<file path="config.mk">
export PLATFORM = sky130hd
export DESIGN_NAME = cgra_tile
export DESIGN_NICKNAME = d
export VERILOG_FILES = /design/src/logic/cgra_pkg.sv /design/src/logic/agu.sv /design/src/logic/tile_mem.sv /design/src/logic/src_ctrl.sv /design/src/logic/pe_mac.sv /design/src/logic/dst_ctrl.sv /design/src/logic/tile_ctrl.sv /design/src/logic/cgra_tile.sv
export VERILOG_INCLUDE_DIRS = /design/src /design/src/logic
export SDC_FILE = /design/constraint.sdc
export NUM_CORES = 2
export LEC_CHECK = 0
export BUFFER_PORTS_ARGS = -buffer_cell sky130_fd_sc_hd__buf_2
export CELL_PAD_IN_SITES_DETAIL_PLACEMENT = 0
export CELL_PAD_IN_SITES_GLOBAL_PLACEMENT = 1
export CORE_ASPECT_RATIO = 1.4
export CORE_MARGIN = 5
export CORE_UTILIZATION = 56
export DETAILED_ROUTE_END_ITERATION = 6
export PLACE_DENSITY_LB_ADDON = 0.1
export SLEW_MARGIN = 20
export SYNTH_ARGS = -nofsm -noshare
export SYNTH_HDL_FRONTEND = slang
export SYNTH_SLANG_ARGS = --single-unit
</file>
<file path="constraint.sdc">
create_clock -name clk -period 7.31 [get_ports clk]
set_clock_uncertainty 0.2 [all_clocks]
set_input_delay 1.462 -clock clk [delete_from_list [all_inputs] [get_ports clk]]
set_output_delay 1.462 -clock clk [all_outputs]
set_load 0.01 [all_outputs]
</file>
<file path="src/logic/cgra_defs.svh">
`ifndef CGRA_DEFS_SVH
`define CGRA_DEFS_SVH

// words handled in one pass through the tile
`define TILE_DEPTH 32

// buffer address width, log2 of the depth
`define TILE_AW 5

// data word width, also used for coefficient and bias
`define TILE_DW 16

`endif

</file>
<file path="src/logic/cgra_pkg.sv">
`include "cgra_defs.svh"

package cgra_pkg;

    // one data word in a tile buffer
    typedef logic [`TILE_DW-1:0] word_t;

    // buffer address
    typedef logic [`TILE_AW-1:0] addr_t;

    // multiplier coefficient and bias, same width as a word
    typedef logic [`TILE_DW-1:0] coef_t;

    // sequencer states
    typedef enum logic [1:0] {
        IDLE,
        COMPUTE,
        DRAIN,
        DONE
    } tile_state_t;

endpackage

</file>
<file path="src/logic/agu.sv">
`timescale 1ns/1ps
`include "cgra_defs.svh"

module agu (
    input  logic            clk,
    input  logic            rst,
    input  logic            en,
    input  logic            start,
    output cgra_pkg::addr_t data,
    output logic            last
);
    import cgra_pkg::*;

    addr_t cnt;
    logic  running;

    always_ff @(posedge clk) begin
        if (rst) begin
            cnt     <= '0;
            running <= 1'b0;
        end else if (en) begin
            if (start) begin
                cnt     <= '0;
                running <= 1'b1;
            end else if (running) begin
                // drop out after the final address was issued
                if (cnt == addr_t'(`TILE_DEPTH - 1)) begin
                    running <= 1'b0;
                end
                cnt <= cnt + 1'b1;
            end
        end
    end

    assign data = cnt;
    assign last = running && (cnt == addr_t'(`TILE_DEPTH - 1));

endmodule

</file>
<file path="src/logic/tile_mem.sv">
`timescale 1ns/1ps
`include "cgra_defs.svh"

module tile_mem (
    input  logic            clk,
    input  logic            wr_en,
    input  cgra_pkg::addr_t wr_addr,
    input  cgra_pkg::word_t wr_data,
    input  logic            rd_en,
    input  cgra_pkg::addr_t rd_addr,
    output cgra_pkg::word_t rd_data
);
    import cgra_pkg::*;

    word_t mem [`TILE_DEPTH];

    always_ff @(posedge clk) begin
        if (wr_en) begin
            mem[wr_addr] <= wr_data;
        end
    end

    // read register holds its value while rd_en is low
    always_ff @(posedge clk) begin
        if (rd_en) begin
            rd_data <= mem[rd_addr];
        end
    end

endmodule

</file>
<file path="src/logic/src_ctrl.sv">
`timescale 1ns/1ps

module src_ctrl (
    input  logic            clk,
    input  logic            rst,
    input  logic            run,
    input  logic            src_start,
    output logic            rd_en,
    output cgra_pkg::addr_t rd_addr,
    output logic            in_valid,
    output cgra_pkg::addr_t in_addr,
    output logic            in_last,
    input  logic            out_last,
    output logic            src_done
);
    import cgra_pkg::*;

    logic clr;
    logic busy;
    logic agu_last;

    assign clr = rst | ~run;

    agu u_agu (
        .clk   (clk),
        .rst   (clr),
        .en    (1'b1),
        .start (src_start),
        .data  (rd_addr),
        .last  (agu_last)
    );

    // one read per cycle from the first address through the last
    always_ff @(posedge clk) begin
        if (clr) begin
            busy <= 1'b0;
        end else if (src_start) begin
            busy <= 1'b1;
        end else if (agu_last) begin
            busy <= 1'b0;
        end
    end

    assign rd_en = busy;

    // line up with the registered memory output
    always_ff @(posedge clk) begin
        if (clr) begin
            in_valid <= 1'b0;
            in_last  <= 1'b0;
        end else begin
            in_valid <= rd_en;
            in_last  <= rd_en & agu_last;
        end
    end

    always_ff @(posedge clk) begin
        in_addr <= rd_addr;
    end

    // last tag came back out of the PE, pass is written
    always_ff @(posedge clk) begin
        if (clr) begin
            src_done <= 1'b0;
        end else begin
            src_done <= out_last;
        end
    end

endmodule

</file>
<file path="src/logic/pe_mac.sv">
`timescale 1ns/1ps

module pe_mac (
    input  logic            clk,
    input  logic            rst,
    input  cgra_pkg::coef_t coef,
    input  cgra_pkg::coef_t bias,
    input  logic            in_valid,
    input  cgra_pkg::addr_t in_addr,
    input  cgra_pkg::word_t in_data,
    input  logic            in_last,
    output logic            out_valid,
    output cgra_pkg::addr_t out_addr,
    output cgra_pkg::word_t out_data,
    output logic            out_last
);
    import cgra_pkg::*;

    logic  p1_valid;
    logic  p1_last;
    addr_t p1_addr;
    word_t p1_prod;

    // control bits for both stages
    always_ff @(posedge clk) begin
        if (rst) begin
            p1_valid  <= 1'b0;
            p1_last   <= 1'b0;
            out_valid <= 1'b0;
            out_last  <= 1'b0;
        end else begin
            p1_valid  <= in_valid;
            p1_last   <= in_valid & in_last;
            out_valid <= p1_valid;
            out_last  <= p1_valid & p1_last;
        end
    end

    // stage one keeps only the low half of the product
    // stage two adds bias, wrapping mod 2^16
    always_ff @(posedge clk) begin
        p1_addr  <= in_addr;
        p1_prod  <= in_data * coef;
        out_addr <= p1_addr;
        out_data <= p1_prod + bias;
    end

endmodule

</file>
<file path="src/logic/dst_ctrl.sv">
`timescale 1ns/1ps

module dst_ctrl (
    input  logic            clk,
    input  logic            rst,
    input  logic            run,
    input  logic            dst_ready,
    input  logic            s_fin,
    output logic            dst_valid,
    output logic            dst_last,
    output logic            stream_v,
    output cgra_pkg::addr_t stream_a
);
    import cgra_pkg::*;

    logic clr;
    logic start_hold;
    logic start;
    logic stream_active;
    logic agu_last;

    assign clr = rst | ~run;

    // s_fin is a single pulse, keep it until the consumer is ready
    always_ff @(posedge clk) begin
        if (clr) begin
            start_hold <= 1'b0;
        end else if (s_fin) begin
            start_hold <= 1'b1;
        end else if (dst_ready) begin
            start_hold <= 1'b0;
        end
    end

    assign start = start_hold & dst_ready;

    // address walk frozen whenever dst_ready is low
    agu u_agu (
        .clk   (clk),
        .rst   (clr),
        .en    (dst_ready),
        .start (start),
        .data  (stream_a),
        .last  (agu_last)
    );

    always_ff @(posedge clk) begin
        if (clr) begin
            stream_active <= 1'b0;
        end else if (start) begin
            stream_active <= 1'b1;
        end else if (dst_ready & agu_last) begin
            stream_active <= 1'b0;
        end
    end

    // also the read enable of the destination buffer
    assign stream_v = stream_active & dst_ready;

    // one cycle behind the read, matches dst_data
    always_ff @(posedge clk) begin
        if (clr) begin
            dst_valid <= 1'b0;
            dst_last  <= 1'b0;
        end else if (dst_ready) begin
            dst_valid <= stream_active;
            dst_last  <= stream_active & agu_last;
        end
    end

endmodule

</file>
<file path="src/logic/tile_ctrl.sv">
`timescale 1ns/1ps

module tile_ctrl (
    input  logic clk,
    input  logic rst,
    input  logic run,
    input  logic src_done,
    input  logic dst_valid,
    input  logic dst_last,
    input  logic dst_ready,
    output logic src_start,
    output logic s_fin,
    output logic done
);
    import cgra_pkg::*;

    tile_state_t state;

    always_ff @(posedge clk) begin
        if (rst || !run) begin
            state     <= IDLE;
            src_start <= 1'b0;
            s_fin     <= 1'b0;
            done      <= 1'b0;
        end else begin
            src_start <= 1'b0;
            s_fin     <= 1'b0;
            case (state)
                IDLE: begin
                    // reached only on the first cycle after run rises
                    state     <= COMPUTE;
                    src_start <= 1'b1;
                end
                COMPUTE: begin
                    if (src_done) begin
                        state <= DRAIN;
                        s_fin <= 1'b1;
                    end
                end
                DRAIN: begin
                    // final word accepted by the consumer
                    if (dst_valid && dst_last && dst_ready) begin
                        state <= DONE;
                        done  <= 1'b1;
                    end
                end
                default: begin
                    // hold DONE until run falls
                    state <= DONE;
                end
            endcase
        end
    end

endmodule

</file>
<file path="src/logic/cgra_tile.sv">
`timescale 1ns/1ps

module cgra_tile (
    input  logic            clk,
    input  logic            rst,
    input  logic            run,
    input  logic            load_en,
    input  cgra_pkg::addr_t load_addr,
    input  cgra_pkg::word_t load_data,
    input  cgra_pkg::coef_t coef,
    input  cgra_pkg::coef_t bias,
    input  logic            dst_ready,
    output logic            dst_valid,
    output logic            dst_last,
    output cgra_pkg::word_t dst_data,
    output logic            done
);
    import cgra_pkg::*;

    logic  src_start;
    logic  src_done;
    logic  s_fin;
    logic  src_wr_en;
    logic  rd_en;
    addr_t rd_addr;
    word_t src_data;
    logic  in_valid;
    addr_t in_addr;
    logic  in_last;
    logic  out_valid;
    addr_t out_addr;
    word_t out_data;
    logic  out_last;
    logic  stream_v;
    addr_t stream_a;

    // host loads only while the tile is stopped
    assign src_wr_en = load_en & ~run;

    tile_ctrl u_tile_ctrl (
        .clk       (clk),
        .rst       (rst),
        .run       (run),
        .src_done  (src_done),
        .dst_valid (dst_valid),
        .dst_last  (dst_last),
        .dst_ready (dst_ready),
        .src_start (src_start),
        .s_fin     (s_fin),
        .done      (done)
    );

    tile_mem src_buf (
        .clk     (clk),
        .wr_en   (src_wr_en),
        .wr_addr (load_addr),
        .wr_data (load_data),
        .rd_en   (rd_en),
        .rd_addr (rd_addr),
        .rd_data (src_data)
    );

    src_ctrl u_src_ctrl (
        .clk       (clk),
        .rst       (rst),
        .run       (run),
        .src_start (src_start),
        .rd_en     (rd_en),
        .rd_addr   (rd_addr),
        .in_valid  (in_valid),
        .in_addr   (in_addr),
        .in_last   (in_last),
        .out_last  (out_last),
        .src_done  (src_done)
    );

    pe_mac u_pe_mac (
        .clk       (clk),
        .rst       (rst),
        .coef      (coef),
        .bias      (bias),
        .in_valid  (in_valid),
        .in_addr   (in_addr),
        .in_data   (src_data),
        .in_last   (in_last),
        .out_valid (out_valid),
        .out_addr  (out_addr),
        .out_data  (out_data),
        .out_last  (out_last)
    );

    tile_mem dst_buf (
        .clk     (clk),
        .wr_en   (out_valid),
        .wr_addr (out_addr),
        .wr_data (out_data),
        .rd_en   (stream_v),
        .rd_addr (stream_a),
        .rd_data (dst_data)
    );

    dst_ctrl u_dst_ctrl (
        .clk       (clk),
        .rst       (rst),
        .run       (run),
        .dst_ready (dst_ready),
        .s_fin     (s_fin),
        .dst_valid (dst_valid),
        .dst_last  (dst_last),
        .stream_v  (stream_v),
        .stream_a  (stream_a)
    );

endmodule

</file>
==> metrics.yaml <==
drt:
  drt_iter0_markers: 1649
  vias: 21525
  firstDrtPassIters: 5
  drtAntennaViolNets: 0
  vias_per_cell: 5.96
  wl_mm: 99.2
  drc: 0
  routedWlPerCell_um: 27.5
global_routing:
  grtUsageMet2_pct: 42.9
  grt_pass1_wl_mm: 149
  grt_max_degree: 105
  overflow: 0
  met1_usage_pct: 27.4
  grt_busiest_layer: "met2"
  antenna_found_initial: 9
  grt_pass1_vias: 23201
  track_usage_pct: 22.8
  use_met3_pct: 2.77
layout:
  drive_above_1_share_pct: 28.7
  area_growth_pct: 11.9
  final_net_count: 2646
  layout_commonest_cell: "edfxtp_1"
  nFillCells: 5721
  seqCellArea_mm2: 0.0333
  most-common-layout-cells: "edfxtp_1, mux4_2, inv_1"
  multi_input_area_mm2: 0.0125
floorplan:
  rows: 125
  start_util_pct: 56.3
  die_w_um: 254
  die-height_um: 351
  fp.coreArea_mm2: 0.0829
  die_area_mm2: 0.0892
  io_pins: 77
critical_path:
  cp-start-kind: "input pin"
  arrival_ps: 6360
  cp.required_ps: 7710
  path_max_fanout: 15
  endpoint_kind: "register"
  crit_type: "input pin to register"
logic_synthesis:
  ys_types: 45
  syn-num-nets: 2496
  synth-edff-count: 1056
  synth-async-reset-ratio_pct: 0
  netlist_area_mm2: 0.0466
  synthSimpleGateAreaFrac_pct: 3.11
  synth_top_family_by_area: "multiplexers"
  synth-xor-area-share_pct: 1.09
  yosysWarnings: 0
  synth_mux_area_share_pct: 16.3
  synth-compound-area-share_pct: 0.877
  synth_area_per_cell_um2: 20.4
  yosys.area_share.adder_pct: 5.30
  synth_cells: 2289
  synth-main-ff-cell: "edfxtp_1"
  synth_seq_cells: 1132
  yosysSeqAreaShare_pct: 71.3
power_and_ir_drop:
  p_per_area_mw_per_mm2: 285
  power_leakage_nw: 16.9
  ir_drop_v: 0.000229
  total_power_mw: 14.9
clock_network:
  post-cts-setup-buffer-count: 0
  clk_latency_ps: 690
  cts_tree: "yes"
  h-tree-depth: 3
  numCtsBuffers: 101
  cts_root_buf: "clkbuf_16"
  cts_resized: 0
  clock_path_buffers: 3
  cts_num_sinks: 1132
  hold_buffers: 0
  path_clk_slew_ps: 60
sta:
  hold_viol: 0
  fin_ws_ps: 1340
  drv_slew: 0
  rsz0062_at_grt: "no"
  worstMarginPinSlew_ps: 1080
  setup_viol: 0
  post-route-period-util_pct: 81.6
  max_clock_freq_mhz: 168
  max_slew_margin_pct: 27.8
  fin_setup_tns_ps: 0
  layout_min_cycle_time_ps: 5970
min_path:
  hp-class: "register to register"
status:
  outcome: "complete, no violations"
job:
  maxCapViolations: 0
placed_design:
  dpl_worst_slack_ps: 645
  port_buffers: 76
  hpwl_mm: 62.7
  gp_congestion: 0.811
==> synth_stat cells (3+ instances only) <==
cell	instances	area, µm²
edfxtp_1	1056	31700
mux4_2	320	7210
inv_1	122	458
nor2_1	92	345
nand2_1	86	323
fa_1	81	1620
dfxtp_1	76	1520
and2_1	72	450
ha_1	68	851
clkbuf_1	56	210
xnor2_1	42	368
a21oi_1	34	170
mux2_2	33	372
buf_1	16	60.1
xor2_1	16	140
buf_4	15	113
nor3_1	11	55.1
buf_2	9	45.0
nand3_1	9	45.0
nand3b_1	8	60.1
a21o_1	7	52.6
o21ai_0	7	35.0
buf_6	6	67.6
nor2b_1	6	37.5
nand2b_1	4	25.0
o21a_1	4	30.0
o21bai_1	4	30.0
or3b_2	4	35.0
or3_1	3	18.8
==> final cells by class <==
cell class	instances	area share, %
multi-input cells	932	24.0
flip-flops and latches	1132	63.7
well taps	1079	2.59
diodes	4	0.0192
repair buffers	149	1.86
clock buffers	134	5.60
inverters	123	0.884
clock inverters	56	1.29
==> cell families (layout without fill, tap and decap cells) <==
group,after synthesis,in the layout
XOR/XNOR,58,58
AO/OA/AOI/OAI,67,67
other,0,4
adder cells (fa/ha/maj),149,149
multiplexers,355,355
flip-flops,1132,1132
AND/OR/NAND/NOR,303,303
buffers and inverters,225,462
==> where the power goes <==
| group | internal [mW] | total (mW) | switching [mW] |
|---|---|---|---|
| combinational | 0.584 | 1.31 | 0.726 |
| sequential | 7.58 | 7.98 | 0.400 |
| clock | 3.29 | 5.61 | 2.32 |
| total | 11.4 | 14.9 | 3.44 |
==> per-layer routing <==
layer / part of all wire (%) / vias up
met2: 56 / 529
met4: 3.0 / 4
met3: 4.1 / 153
met5: 0.027 / -
li1: - / 9350
met1: 36 / 11489
==> critical path, cell delays in order <==
cell and delay, ps:
buf_2 250, nand2_1 140, fa_1 530, fa_1 550, inv_1 50, fa_1 490
inv_1 50, fa_1 540, inv_1 50, fa_1 470, inv_1 50, fa_1 470
inv_1 40, ha_1 200, a2111oi_0 520, o31ai_1 150, a21oi_1 190, xnor2_1 130
==> final timing paths <==
kind / start / end / slack, ps / cells past startpoint
max: coef[1] / u_pe_mac.p1_prod[14] / 1340 / 18
min: u_pe_mac.p1_addr[1] / u_pe_mac.out_addr[1] / 130 / 0
max reg2reg: src_buf.rd_data[1] / u_pe_mac.p1_prod[14] / 1660 / 18
min reg2reg: u_pe_mac.p1_addr[1] / u_pe_mac.out_addr[1] / 130 / 0
==> per-stage QoR <==
step | hold slack, ps | cell area, µm² | instances | utilization (%)
2_1_floorplan | 110 | 46600 | 2289 | -
3_3_place_gp | 111 | 48500 | 3414 | 58.5
3_5_place_dp | 112 | 48500 | 3414 | 58.5
4_1_cts | 128 | 52100 | 3604 | 62.9
5_1_grt | 137 | 52200 | 3605 | 63.0
6_report | 127 | 52200 | 3609 | 63.0
==> state kept, by name, indices dropped and copies added, names as in the netlist, 2 cells and up <==
name                   cells
dst_buf.mem              512
src_buf.mem              512
dst_buf.rd_data           16
src_buf.rd_data           16
u_pe_mac.out_data         16
u_pe_mac.p1_prod          16
u_dst_ctrl.u_agu.data      5
u_pe_mac.out_addr          5
u_pe_mac.p1_addr           5
u_src_ctrl.in_addr         5
u_src_ctrl.u_agu.data      5
u_tile_ctrl.state          2
(Power assumes the default switching activity.)
